--- src/logic/usb_proto_pkg.sv ---
// USB protocol definitions
// Token PID codes and transfer types

`default_nettype none

package usb_proto_pkg;

    // Token PIDs, low nibble of the PID byte
    typedef enum logic [3:0] {
        PID_OUT   = 4'b0001,
        PID_IN    = 4'b1001,
        PID_SOF   = 4'b0101,
        PID_SETUP = 4'b1101
    } usb_pid_t;

    typedef enum logic [1:0] {
        XFER_CONTROL     = 2'b00,
        XFER_ISOCHRONOUS = 2'b01,
        XFER_BULK        = 2'b10,
        XFER_INTERRUPT   = 2'b11
    } transfer_type_t;

endpackage

`default_nettype wire

--- src/logic/host_regs_pkg.sv ---
// Host controller register map
// Offsets, command and status bits, descriptor layout, write-word union

`default_nettype none

package host_regs_pkg;

    localparam int REG_ADDR_W = 16;
    localparam int REG_DATA_W = 32;

    localparam logic [REG_ADDR_W-1:0] USBCMD         = 16'h0000;
    localparam logic [REG_ADDR_W-1:0] USBSTS         = 16'h0004;
    localparam logic [REG_ADDR_W-1:0] USBINTR        = 16'h0008;
    localparam logic [REG_ADDR_W-1:0] FRINDEX        = 16'h000C;
    localparam logic [REG_ADDR_W-1:0] DEVICE_COUNT   = 16'h0020;
    localparam logic [REG_ADDR_W-1:0] TRANSFER_COUNT = 16'h0024;
    localparam logic [REG_ADDR_W-1:0] ERROR_COUNT    = 16'h0028;
    localparam logic [REG_ADDR_W-1:0] TRQ_PUSH       = 16'h1000;

    localparam int CMD_RUN     = 0;
    localparam int CMD_SUSPEND = 2;

    // Shared by USBSTS and USBINTR
    localparam int STS_XFER_DONE   = 0;
    localparam int STS_HOST_ERR    = 2;
    localparam int STS_PORT_CHANGE = 4;

    typedef logic [6:0] dev_addr_t;
    typedef logic [3:0] endp_t;
    typedef logic [3:0] pkt_count_t;

    typedef struct packed {
        logic [13:0]                   reserved;
        pkt_count_t                    pkt_count;  // Bits 17:14
        logic                          dir_in;     // Set for IN
        usb_proto_pkg::transfer_type_t xfer_type;
        endp_t                         endp;
        dev_addr_t                     dev_addr;
    } transfer_desc_t;

    // Write data seen as register value or as descriptor
    typedef union packed {
        logic [REG_DATA_W-1:0] raw;
        transfer_desc_t        desc;
    } host_word_u;

endpackage

`default_nettype wire

--- src/logic/host_port_ctrl.sv ---
// Host port FSM
// Reset, idle, enumerate, configured and suspended states, VBUS and bus reset

`timescale 1ns/10ps
`default_nettype none

module host_port_ctrl (
    input  logic       clk,
    input  logic       rst_n,
    input  logic       run,
    input  logic       suspend,
    input  logic       port_connect,
    output logic       configured,
    output logic [7:0] device_count,
    output logic       vbus_en,
    output logic       bus_reset
);

    typedef enum logic [2:0] {
        PORT_RESET,
        PORT_IDLE,
        PORT_ENUMERATE,
        PORT_CONFIGURED,
        PORT_SUSPENDED
    } port_state_t;

    port_state_t               state;
    port_state_t               state_nxt;
    host_regs_pkg::dev_addr_t  dev_addr;  // Zero while no device is addressed

    always_comb begin
        state_nxt = state;
        case (state)
            PORT_RESET:      if (run) state_nxt = PORT_IDLE;
            PORT_IDLE:       if (port_connect) state_nxt = PORT_ENUMERATE;
            PORT_ENUMERATE:  state_nxt = PORT_CONFIGURED;
            PORT_CONFIGURED: begin
                if (!port_connect) begin
                    state_nxt = PORT_IDLE;  // Detach
                end else if (suspend) begin
                    state_nxt = PORT_SUSPENDED;
                end
            end
            PORT_SUSPENDED:  if (!suspend) state_nxt = PORT_CONFIGURED;
            default:         state_nxt = PORT_RESET;
        endcase
        if (!run) begin
            state_nxt = PORT_RESET;  // Stop overrides everything
        end
    end

    always_ff @(posedge clk or negedge rst_n) begin
        if (!rst_n) begin
            state    <= PORT_RESET;
            dev_addr <= '0;
        end else begin
            state <= state_nxt;
            if (state_nxt == PORT_RESET || state_nxt == PORT_IDLE) begin
                dev_addr <= '0;
            end else if (state == PORT_ENUMERATE) begin
                dev_addr <= 7'd1;  // Single device at a fixed address
            end
        end
    end

    assign configured   = (state == PORT_CONFIGURED);
    assign device_count = (dev_addr != '0) ? 8'd1 : 8'd0;
    assign vbus_en      = (state != PORT_RESET);
    assign bus_reset    = (state == PORT_RESET);

endmodule

`default_nettype wire

--- src/logic/transfer_queue.sv ---
// Transfer descriptor FIFO
// Circular buffer with occupancy count and overflow pulse

`timescale 1ns/10ps
`default_nettype none

module transfer_queue #(
    parameter int QUEUE_DEPTH = 16
) (
    input  logic                          clk,
    input  logic                          rst_n,
    input  logic                          push_en,
    input  host_regs_pkg::transfer_desc_t push_desc,
    input  logic                          pop,
    output host_regs_pkg::transfer_desc_t head_desc,
    output logic                          queue_empty,
    output logic                          overflow
);

    localparam int PTR_W = $clog2(QUEUE_DEPTH);
    localparam int CNT_W = $clog2(QUEUE_DEPTH + 1);
    localparam logic [PTR_W-1:0] LAST_PTR = PTR_W'(QUEUE_DEPTH - 1);

    host_regs_pkg::transfer_desc_t mem [QUEUE_DEPTH];
    logic [PTR_W-1:0] head;
    logic [PTR_W-1:0] tail;
    logic [CNT_W-1:0] count;
    logic             full;
    logic             push_ok;
    logic             pop_ok;

    function automatic logic [PTR_W-1:0] next_ptr(input logic [PTR_W-1:0] ptr);
        return (ptr == LAST_PTR) ? '0 : ptr + 1'b1;
    endfunction

    assign full        = (count == CNT_W'(QUEUE_DEPTH));
    assign queue_empty = (count == '0);
    assign push_ok     = push_en && !full;
    assign pop_ok      = pop && !queue_empty;
    assign overflow    = push_en && full;  // Rejected push
    assign head_desc   = mem[head];

    always_ff @(posedge clk) begin
        if (push_ok) begin
            mem[tail] <= push_desc;
        end
    end

    always_ff @(posedge clk or negedge rst_n) begin
        if (!rst_n) begin
            head  <= '0;
            tail  <= '0;
            count <= '0;
        end else begin
            if (push_ok) tail <= next_ptr(tail);
            if (pop_ok)  head <= next_ptr(head);
            case ({push_ok, pop_ok})
                2'b10:   count <= count + 1'b1;
                2'b01:   count <= count - 1'b1;
                default: count <= count;
            endcase
        end
    end

endmodule

`default_nettype wire

--- src/logic/transfer_sequencer.sv ---
// Transfer sequencer
// Walks the head descriptor through setup, data, status and complete

`timescale 1ns/10ps
`default_nettype none

module transfer_sequencer (
    input  logic                          clk,
    input  logic                          rst_n,
    input  logic                          configured,
    input  logic                          queue_empty,
    input  host_regs_pkg::transfer_desc_t head_desc,
    output logic                          token_valid,
    output usb_proto_pkg::usb_pid_t       token_pid,
    output host_regs_pkg::dev_addr_t      token_addr,
    output host_regs_pkg::endp_t          token_endp,
    output logic                          pop,
    output logic                          xfer_done
);

    typedef enum logic [2:0] {
        SEQ_IDLE,
        SEQ_SETUP,
        SEQ_DATA,
        SEQ_STATUS,
        SEQ_COMPLETE
    } seq_state_t;

    seq_state_t                state;
    host_regs_pkg::pkt_count_t pkts_left;

    always_ff @(posedge clk or negedge rst_n) begin
        if (!rst_n) begin
            state     <= SEQ_IDLE;
            pkts_left <= '0;
        end else begin
            case (state)
                SEQ_IDLE: begin
                    // Head stays put until the pop in COMPLETE
                    if (configured && !queue_empty) begin
                        pkts_left <= head_desc.pkt_count;
                        if (head_desc.xfer_type == usb_proto_pkg::XFER_CONTROL) begin
                            state <= SEQ_SETUP;
                        end else if (head_desc.pkt_count == '0) begin
                            state <= SEQ_STATUS;
                        end else begin
                            state <= SEQ_DATA;
                        end
                    end
                end
                SEQ_SETUP:  state <= (pkts_left == '0) ? SEQ_STATUS : SEQ_DATA;
                SEQ_DATA: begin
                    pkts_left <= pkts_left - 1'b1;
                    if (pkts_left == 4'd1) begin
                        state <= SEQ_STATUS;  // Last packet
                    end
                end
                SEQ_STATUS: state <= SEQ_COMPLETE;
                default:    state <= SEQ_IDLE;
            endcase
        end
    end

    assign token_valid = (state == SEQ_SETUP) || (state == SEQ_DATA);
    assign token_pid   = (state == SEQ_SETUP) ? usb_proto_pkg::PID_SETUP :
                         head_desc.dir_in     ? usb_proto_pkg::PID_IN    :
                                                usb_proto_pkg::PID_OUT;
    assign token_addr  = head_desc.dev_addr;
    assign token_endp  = head_desc.endp;
    assign pop         = (state == SEQ_COMPLETE);
    assign xfer_done   = (state == SEQ_COMPLETE);

endmodule

`default_nettype wire

--- src/logic/frame_counter.sv ---
// Microframe timer with frame number and SOF strobe

`timescale 1ns/10ps
`default_nettype none

module frame_counter #(
    parameter int MICROFRAME_CYCLES = 8
) (
    input  logic        clk,
    input  logic        rst_n,
    input  logic        configured,
    output logic [10:0] frame_number,
    output logic [2:0]  microframe,
    output logic        sof
);

    localparam int PRESC_W = (MICROFRAME_CYCLES > 1) ? $clog2(MICROFRAME_CYCLES) : 1;
    localparam logic [PRESC_W-1:0] PRESC_LAST = PRESC_W'(MICROFRAME_CYCLES - 1);

    logic [PRESC_W-1:0] presc;

    always_ff @(posedge clk or negedge rst_n) begin
        if (!rst_n) begin
            presc        <= '0;
            microframe   <= '0;
            frame_number <= '0;
            sof          <= 1'b0;
        end else begin
            sof <= 1'b0;
            if (configured) begin  // Everything holds otherwise
                if (presc == PRESC_LAST) begin
                    presc      <= '0;
                    microframe <= microframe + 1'b1;  // Wraps 7 to 0
                    if (microframe == 3'd7) begin
                        frame_number <= frame_number + 1'b1;
                        sof          <= 1'b1;
                    end
                end else begin
                    presc <= presc + 1'b1;
                end
            end
        end
    end

endmodule

`default_nettype wire

--- src/logic/host_regs.sv ---
// Host register file
// Command, status and interrupt enable registers, statistics counters, read mux

`timescale 1ns/10ps
`default_nettype none

module host_regs (
    input  logic                                 clk,
    input  logic                                 rst_n,
    input  logic                                 wr_en,
    input  logic [host_regs_pkg::REG_ADDR_W-1:0] wr_addr,
    input  logic [host_regs_pkg::REG_DATA_W-1:0] wr_data,
    input  logic [host_regs_pkg::REG_ADDR_W-1:0] rd_addr,
    input  logic                                 port_connect,
    input  logic                                 configured,
    input  logic [7:0]                           device_count,
    input  logic                                 overflow,
    input  logic                                 xfer_done,
    input  logic [10:0]                          frame_number,
    input  logic [2:0]                           microframe,
    output logic [host_regs_pkg::REG_DATA_W-1:0] rd_data,
    output logic                                 run,
    output logic                                 suspend,
    output logic                                 push_en,
    output host_regs_pkg::transfer_desc_t        push_desc,
    output logic                                 port_change_irq,
    output logic                                 transfer_complete_irq,
    output logic                                 error_irq
);

    localparam int DW = host_regs_pkg::REG_DATA_W;

    host_regs_pkg::host_word_u wr_word;
    logic [DW-1:0] usbcmd;
    logic [DW-1:0] usbsts;
    logic [DW-1:0] usbintr;
    logic [DW-1:0] transfer_count;
    logic [DW-1:0] error_count;
    logic [DW-1:0] sts_set;
    logic [DW-1:0] sts_clr;
    logic [1:0]    port_q;     // Last connect and configured levels
    logic          port_evt;

    assign wr_word.raw = wr_data;
    assign push_en     = wr_en && (wr_addr == host_regs_pkg::TRQ_PUSH);
    assign push_desc   = wr_word.desc;

    assign run     = usbcmd[host_regs_pkg::CMD_RUN];
    assign suspend = usbcmd[host_regs_pkg::CMD_SUSPEND];

    // Attach, detach or port FSM entering/leaving configured
    assign port_evt = ({port_connect, configured} != port_q);

    always_comb begin
        sts_set = '0;
        sts_set[host_regs_pkg::STS_XFER_DONE]   = xfer_done;
        sts_set[host_regs_pkg::STS_HOST_ERR]    = overflow;
        sts_set[host_regs_pkg::STS_PORT_CHANGE] = port_evt;
        sts_clr = (wr_en && wr_addr == host_regs_pkg::USBSTS) ? wr_data : '0;  // W1C
    end

    always_ff @(posedge clk or negedge rst_n) begin
        if (!rst_n) begin
            usbcmd         <= '0;
            usbsts         <= '0;
            usbintr        <= '0;
            transfer_count <= '0;
            error_count    <= '0;
            port_q         <= '0;
        end else begin
            port_q <= {port_connect, configured};
            usbsts <= (usbsts & ~sts_clr) | sts_set;  // New events win over clear
            if (wr_en && wr_addr == host_regs_pkg::USBCMD) begin
                usbcmd <= wr_word.raw;
            end
            if (wr_en && wr_addr == host_regs_pkg::USBINTR) begin
                usbintr <= wr_word.raw;
            end
            if (xfer_done) begin
                transfer_count <= transfer_count + 1'b1;
            end
            if (overflow) begin
                error_count <= error_count + 1'b1;
            end
        end
    end

    always_comb begin
        case (rd_addr)
            host_regs_pkg::USBCMD:         rd_data = usbcmd;
            host_regs_pkg::USBSTS:         rd_data = usbsts;
            host_regs_pkg::USBINTR:        rd_data = usbintr;
            host_regs_pkg::FRINDEX:        rd_data = DW'({frame_number, microframe});
            host_regs_pkg::DEVICE_COUNT:   rd_data = DW'(device_count);
            host_regs_pkg::TRANSFER_COUNT: rd_data = transfer_count;
            host_regs_pkg::ERROR_COUNT:    rd_data = error_count;
            default:                       rd_data = '0;  // TRQ_PUSH is write only
        endcase
    end

    assign port_change_irq = usbsts[host_regs_pkg::STS_PORT_CHANGE]
                             && usbintr[host_regs_pkg::STS_PORT_CHANGE];
    assign transfer_complete_irq = usbsts[host_regs_pkg::STS_XFER_DONE]
                                   && usbintr[host_regs_pkg::STS_XFER_DONE];
    assign error_irq = usbsts[host_regs_pkg::STS_HOST_ERR]
                       && usbintr[host_regs_pkg::STS_HOST_ERR];

endmodule

`default_nettype wire

--- src/logic/usb_host_top.sv ---
// USB host controller top level
// Register file, port FSM, descriptor queue, sequencer and frame counter

`timescale 1ns/10ps
`default_nettype none

module usb_host_top #(
    parameter int QUEUE_DEPTH       = 16,
    parameter int MICROFRAME_CYCLES = 8
) (
    input  logic                                clk,
    input  logic                                rst_n,
    input  logic                                wr_en,
    input  logic [host_regs_pkg::REG_ADDR_W-1:0] wr_addr,
    input  logic [host_regs_pkg::REG_DATA_W-1:0] wr_data,
    input  logic [host_regs_pkg::REG_ADDR_W-1:0] rd_addr,
    input  logic                                port_connect,
    output logic [host_regs_pkg::REG_DATA_W-1:0] rd_data,
    output logic                                token_valid,
    output usb_proto_pkg::usb_pid_t             token_pid,
    output host_regs_pkg::dev_addr_t            token_addr,
    output host_regs_pkg::endp_t                token_endp,
    output logic                                sof,
    output logic                                vbus_en,
    output logic                                bus_reset,
    output logic                                port_change_irq,
    output logic                                transfer_complete_irq,
    output logic                                error_irq
);

    logic                          run;
    logic                          suspend;
    logic                          configured;
    logic [7:0]                    device_count;
    logic                          push_en;
    host_regs_pkg::transfer_desc_t push_desc;
    host_regs_pkg::transfer_desc_t head_desc;
    logic                          queue_empty;
    logic                          overflow;
    logic                          pop;
    logic                          xfer_done;
    logic [10:0]                   frame_number;
    logic [2:0]                    microframe;

    host_regs host_regs_inst (
        .clk, .rst_n, .wr_en, .wr_addr, .wr_data, .rd_addr, .port_connect,
        .configured, .device_count, .overflow, .xfer_done, .frame_number, .microframe,
        .rd_data, .run, .suspend, .push_en, .push_desc,
        .port_change_irq, .transfer_complete_irq, .error_irq
    );

    host_port_ctrl host_port_ctrl_inst (
        .clk, .rst_n, .run, .suspend, .port_connect,
        .configured, .device_count, .vbus_en, .bus_reset
    );

    transfer_queue #(.QUEUE_DEPTH(QUEUE_DEPTH)) transfer_queue_inst (
        .clk, .rst_n, .push_en, .push_desc, .pop,
        .head_desc, .queue_empty, .overflow
    );

    transfer_sequencer transfer_sequencer_inst (
        .clk, .rst_n, .configured, .queue_empty, .head_desc,
        .token_valid, .token_pid, .token_addr, .token_endp, .pop, .xfer_done
    );

    frame_counter #(.MICROFRAME_CYCLES(MICROFRAME_CYCLES)) frame_counter_inst (
        .clk, .rst_n, .configured,
        .frame_number, .microframe, .sof
    );

endmodule

`default_nettype wire

--- config.mk ---
export PLATFORM = sky130hd
export DESIGN_NAME = usb_host_top
export DESIGN_NICKNAME = d
export VERILOG_FILES = /design/src/logic/usb_proto_pkg.sv /design/src/logic/host_regs_pkg.sv /design/src/logic/host_port_ctrl.sv /design/src/logic/transfer_queue.sv /design/src/logic/transfer_sequencer.sv /design/src/logic/frame_counter.sv /design/src/logic/host_regs.sv /design/src/logic/usb_host_top.sv
export SDC_FILE = /design/constraint.sdc
export NUM_CORES = 1
export LEC_CHECK = 0
export ABC_AREA = 1
export BUFFER_PORTS_ARGS = -buffer_cell sky130_fd_sc_hd__buf_2
export CORE_UTILIZATION = 30
export CTS_BUF_LIST = sky130_fd_sc_hd__clkbuf_4 sky130_fd_sc_hd__clkbuf_8
export DETAILED_ROUTE_END_ITERATION = 6
export GPL_TIMING_DRIVEN = 0
export HOLD_SLACK_MARGIN = 0.03
export PLACE_DENSITY = 0.57
export SLEW_MARGIN = 20
export SYNTH_ARGS = -nofsm -noshare
export SYNTH_HDL_FRONTEND = slang
export SYNTH_SLANG_ARGS = --single-unit
--- constraint.sdc ---
create_clock -name clk -period 5.3 [get_ports clk]
set_input_delay 0.265 -clock clk [delete_from_list [all_inputs] [get_ports clk]]
set_output_delay 0.265 -clock clk [all_outputs]
set_load 0.1 [all_outputs]
=== Word-level counts from Yosys, hierarchy flattened ===
Memories as Yosys holds them, arrays and structs flattened.
Index checks and enable logic that the tools add are counted.

* Register bits: 210
* Bits in writable memories: 512
* Output and inout bits: 54
* Word-level logic and storage cells: 123
* Memories kept: 1

{| class="wikitable"
|+ Memories
! name !! depth !! width !! read ports !! clocked after Yosys merged registers in !! write ports !! line !! text
|-
| transfer_queue_inst.mem || 16 || 32 || 1 || 0 || 1 || transfer_queue.sv:24 || <nowiki>host_regs_pkg::transfer_desc_t mem [QUEUE_DEPTH];</nowiki>
|}

* $add $sub $neg: 10
* Equality and inequality tests: 29
* Mux-type cells: 30
* Bitwise operators: 3
* Reductions and logical operators: 33

{| class="wikitable"
|+ Operators by type and width
! operator !! count
|-
| $pmux 32 s7 || 1
|-
| $add 32x1->32 const B || 2
|-
| $eq 16x4->1 const B || 3
|-
| $eq 16x6->1 const B || 3
|-
| $and 32x32->32 || 1
|-
| $eq 16x3->1 const B || 2
|-
| $logic_not 16->1 || 2
|-
| $mux 32 || 1
|-
| $not 32->32 || 1
|-
| $or 32x5->32 || 1
|-
| $mux 3 || 9
|-
| $mux 4 || 5
|-
| $eq 16x13->1 const B || 1
|-
| $pmux 3 s5 || 1
|-
| $mux 7 || 2
|-
| $eq 3x2->1 const B || 4
|-
| $eq 3x3->1 const B || 4
|-
| $pmux 3 s4 || 1
|-
| $add 11x1->11 const B || 1
|-
| $logic_and 1x1->1 || 11
|-
| $pmux 5 s2 || 1
|-
| $eq 3x1->1 const B || 3
|-
| $logic_not 3->1 || 3
|-
| $add 4x1->4 const B || 2
|-
| other kinds (23) || 40
|}

=== Depth between registers and ports, before layout ===
* Word-level depth: 7
* Gate-level depth with buffers: 16
* Mapped depth without buffers: 16

=== Modules after synthesis ===
A second synthesis with hierarchy kept.

* Cell total of the unflattened synthesis: 3621
* Area, all modules: 33643.5 sq um

{| class="wikitable"
|+ By module, submodules not included
! module !! times used !! cells each !! area an instance (sq um) !! sequential area each (sq um)
|-
| transfer_queue || 1 || 2124 || 22585.4 || 15700.1
|-
| host_regs || 1 || 1266 || 9215.1 || 4053.9
|-
| frame_counter || 1 || 90 || 878.3 || 450.4
|-
| transfer_sequencer || 1 || 95 || 650.6 || 175.2
|-
| host_port_ctrl || 1 || 46 || 314.1 || 100.1
|}

=== Least setup slack after synthesis ===
No wires, ideal clock.

* Kind: reg-to-reg
* Start point: register transfer_sequencer_inst.state[2]
* End point: register transfer_sequencer_inst.state[1]
* Data arrival time: 3801 ps
* Data required time: 5233 ps
* Path slack: 1432 ps
* Cell stages (with the launch flop): 8
* Buffers on the path: 0
* Period minus slack after synthesis: 3868 ps
* Path through: dfrtp_1 -> nor3_1 -> inv_1 -> nand2_1 -> inv_1 -> nand2_1 -> nand3_1 -> nand2_1

* Cells in the longest elaborated chain, start to end: 3
* Elaborated cells on any way between the ends: 8

{| class="wikitable"
|+ RTL lines
! element !! line !! text
|-
| start: declaration || transfer_sequencer.sv:29 || <nowiki>seq_state_t state;</nowiki>
|-
| start signal: assignment || transfer_sequencer.sv:51 || <nowiki>SEQ_SETUP: state <= (pkts_left == '0) ? SEQ_STATUS : SEQ_DATA;</nowiki>
|-
| $eq 3x2->1 or $logic_not 3->1 (tied branches) || transfer_sequencer.sv:37 || <nowiki>case (state)</nowiki>
|-
| $ne 2x1->1 (no source line) || n/a ||
|-
| $reduce_and 2->1 (no source line) || n/a ||
|}

Parallel ways exist; a longest one is shown, timed or not.
A chain may end at the register's enable or synchronous reset.

=== Worst setup path after layout ===
* Start point: register transfer_queue_inst.head[1]
* End point: output port token_addr[6]

* Cells in the longest elaborated chain, start to end: 1

{| class="wikitable"
|+ RTL lines
! element !! line !! text
|-
| start: declaration || transfer_queue.sv:25 || <nowiki>logic [PTR_W-1:0] head;</nowiki>
|-
| start signal: assignment || transfer_queue.sv:56 || <nowiki>if (pop_ok) head <= next_ptr(head);</nowiki>
|-
| $mem_v2 16x32 || n/a ||
|-
| end: declaration || usb_host_top.sv:21 || <nowiki>output host_regs_pkg::dev_addr_t token_addr,</nowiki>
|}

Every way passes these cells.

==> impl_metrics.csv <==
group,metric,value,unit
pwr,pwr-share-comb,0.029,
clocking,h-tree-depth,3,
clocking,postCtsSetupBuffers,0,
synthesis,netlist_instances,2213,
clocking,clk_pin_slew,0.06,ns
floorplan,rows,99,
detailed_routing,vias_per_cell,4.91,
critical_path,cp_slowest_cell,"clkbuf_1",
floorplan,core_area,73200,um^2
grt,antenna_found_initial,1,
clocking,cts_sinks,492,
critical_path,critPathMaxStageDelay,0.53,ns
critical_path,required,5.04,ns
run,drv_cap,0,
detailed_routing,drtIter0Drc,1723,
timing,fin_crit,3.68,ns
synthesis,ys_async_sr_fraction,0.415,
synthesis,synth_edf_count,288,
synthesis,syn-num-nets,2299,
pwr,p_clk_frac,0.460,
placement,dp_hpwl,46000,um
timing,max_slew_margin,0.473,
placement,gp_congestion,0.914,
synthesis,synth_area_per_cell,10.1,um^2
detailed_routing,dr.pass1.iters,7,
grt,grt-ovfl-total,0,
detailed_routing,antenna_left,0,
pwr,p_leak,11.2,nW
placement,io_buffer_count,119,
synthesis,yosys.area.top_type,"edfxtp_1",
floorplan,die_y,274,um
pwr,ir_drop,0.000166,V
timing,max_freq,0.272,GHz
clocking,tritoncts,"done",
critical_path,path_class,"flop to output pin",
worst_hold_path,hp-class,"input pin to async pin",
run_status,outcome,"complete, but fails checks",
timing,fin_crit_sh,0.695,
critical_path,cp.arrival,3.42,ns
timing,rsz0062_at_grt,"false",
timing,hold_violations,0,
timing,tightest_slew,0.788,ns
critical_path,path_cells,"buf_2 -> inv_2 -> buf_4 -> buf_2 -> clkbuf_1 -> o21ai_0 -> o22ai_1 -> nand2_1 -> nand3_1 -> buf_2",
clocking,worstSkewPairLatency,0.69,ns
detailed_routing,wirelength,65800,um
clocking,cts_resized,0,
pwr,p_int,6.14,mW
grt,grt_use_total,0.176,
detailed_routing,wl_per_cell,18.8,um
clocking,clockRootBuffer,"clkbuf_8",
detailed_routing,vias,17200,
grt,grt_pass1_vias,17100,
finish,syn_to_final_growth,18.8,%
finish,drive_above_1_share,0.149,
critical_path,critical_path_buf_inv_count,6,
run_status,violations,"design-rule violations",
synthesis,ys_types,53,
synthesis,synth_area_leaders,"edfxtp_1 (39%), dfrtp_1 (23%), nand2_1 (6.7%)",
pwr,pwr-share-seq,0.511,
finish,nets,2548,
grt,grt_max_degree,92,
timing,slew_violations,0,
synthesis,synth_top_area_share,0.389,
synthesis,ys.flop_type,"edfxtp_1",
synthesis,synth_area,22200,um^2
critical_path,cp-start-kind,"flop",
critical_path,crit_path_end_kind,"output pin",
synthesis,ys_warn_count,0,
synthesis,seq_area_frac_synth,0.618,
timing,worst_hold_slack,0.0877,ns
floorplan,die_x,274,um
timing,finalSetupViolCount,0,
critical_path,reg2reg_setup_slack,2.48,ns
critical_path,cp_common_cell,"buf_2",
floorplan,start_util,0.304,
critical_path,crit_family,"buffers and inverters",
floorplan,dieArea,75300,um^2
pwr,switching_share,0.230,
floorplan,ioPinCount,122,
timing,fin_setup_tns,0,ns
grt,grt_pass1_wl,100000,um
synthesis,ys_seq_elements,492,
timing,clock_skew,0.0330,ns
clocking,clockBufferDepth,3,
clocking,cts_buffers,84,
pwr,p_sw,1.84,mW
pwr,power_density,302,nW/um^2
clocking,hold_buffers,34,
detailed_routing,drc,6,
critical_path,path_max_fanout,10,
-- synthesized netlist by cell type (21+ instances only) --
cell type  instances
o221ai_1          21
nand2_1          399
edfxtp_1         288
inv_1            245
buf_2             31
nor2_1           195
dfrtp_1          204
xor2_1            71
o21ai_0          265
nand4_1           36
o22ai_1           40
nand3_1          145
clkbuf_1          51
nor3_1            42
-- worst reg2reg max path, stage by stage (launching register included) --
cell and delay, ns:
dfrtp_1 0.39, inv_1 0.14, nand3_4 0.20, inv_1 0.23
nand2_1 0.09, inv_2 0.18, ha_1 0.30, xor2_1 0.12
ha_1 0.20, inv_1 0.07, nand2_1 0.08, a31oi_1 0.21
inv_1 0.08, a21oi_1 0.12, o21ai_0 0.12, xor2_1 0.16
-- power groups by stage --
stage / Clock [mW] / Combinational (mW) / Sequential [mW]
after floorplan: 0 / 0.0855 / 4.15
after global placement: 0 / 0.201 / 4.15
after detailed placement: 0 / 0.214 / 4.15
after CTS: 3.74 / 0.235 / 4.08
after global routing: 3.89 / 0.257 / 4.07
final: 3.67 / 0.232 / 4.08
-- sequential cells by signal (all words and copies together) (netlist names) --
register / cells
host_regs_inst.usbcmd: 32
host_regs_inst.port_q: 2
host_regs_inst.error_count: 32
host_regs_inst.usbsts: 32
frame_counter_inst.presc: 3
transfer_sequencer_inst.pkts_left: 4
host_port_ctrl_inst.dev_addr: 1
frame_counter_inst.microframe: 3
transfer_sequencer_inst.state: 3
host_regs_inst.usbintr: 32
host_port_ctrl_inst.state: 3
transfer_queue_inst.tail: 4
frame_counter_inst.sof: 1
host_regs_inst.transfer_count: 32
transfer_queue_inst.head: 4
frame_counter_inst.frame_number: 11
transfer_queue_inst.mem: 288
transfer_queue_inst.count: 5
-- routing by layer --
layer / wire length, um / up-vias / track usage
li1: - / 8054 / -
met5: 0 / - / 0
met1: 28700 / 8313 / 0.237
met4: 1810 / 0 / 0.0592
met2: 30100 / 692 / 0.279
met3: 5110 / 106 / 0.0392
-- layout make-up --
cell class / instances / area, um^2
sequential: 492 / 13800
fill: 7355 / 46800
tap: 959 / 1200
timing repair buffer: 163 / 1090
inverter: 254 / 956
clock buffer: 112 / 1410
clock inverter: 45 / 389
buffer: 98 / 470
antenna: 1 / 2.50
multi-input combinational: 1369 / 7150
-- kinds of logic after synthesis --
family	Yosys count	synth area share
muxes	3	0.00152
and+or+nand+nor	866	0.172
other	2	0.000338
xor gates and xnor gates	83	0.0327
DFF	492	0.618
AOI/OAI and AO/OA	397	0.101
buffers and inverters	352	0.0641
adders and majority gates	18	0.0101
-- metrics by stage --
step | cells | power [mW] | utilization | setup WS [ns] | cell area (um^2)
floorplan | 2213 | 4.24 | - | 1.43 | 22200
global placement | 3291 | 4.35 | 0.328 | 0.415 | 24000
detailed placement | 3301 | 4.36 | 0.332 | 2.14 | 24300
CTS | 3492 | 8.05 | 0.361 | 1.60 | 26400
global route | 3493 | 8.23 | 0.361 | 1.44 | 26400
finish | 3493 | 7.98 | 0.361 | 1.62 | 26400
-- cells in the final DEF (no fill, tap or decap), drive strengths merged, types with 4 or more instances in the layout --
cell type,instances
o211ai,12
or2,4
dfrtp,204
a211o,8
xor2,71
clkbuf,163
a22oi,13
bufinv,5
a211oi,7
buf,176
edfxtp,288
a21oi,9
clkinv,37
nand3,147
nand2,405
o22ai,40
nor3,47
xnor2,12
o21ai,279
nand4,37
dlygate4sd3,34
inv,256
nor4,13
ha,18
nor2,207
o221ai,21
-- path summary, 6_finish.rpt --
kind / start / to / cells after the start
max: transfer_queue_inst.head[1]$_DFFE_PN0P_ / token_addr[6] / 10
min: rst_n / host_regs_inst.error_count[12]$_DFFE_PN0P_ / 2
max reg2reg: transfer_sequencer_inst.state[0]$_DFFE_PN0P_ / transfer_queue_inst.count[4]$_DFFE_PN0P_ / 15
min reg2reg: host_regs_inst.transfer_count[12]$_DFFE_PN0P_ / host_regs_inst.transfer_count[12]$_DFFE_PN0P_ / 1
max in group asynchronous: rst_n / transfer_queue_inst.head[1]$_DFFE_PN0P_ / 4
min in group clk: wr_addr[12] / host_regs_inst.error_count[9]$_DFFE_PN0P_ / 6
Power figures use the tool's default switching activity.
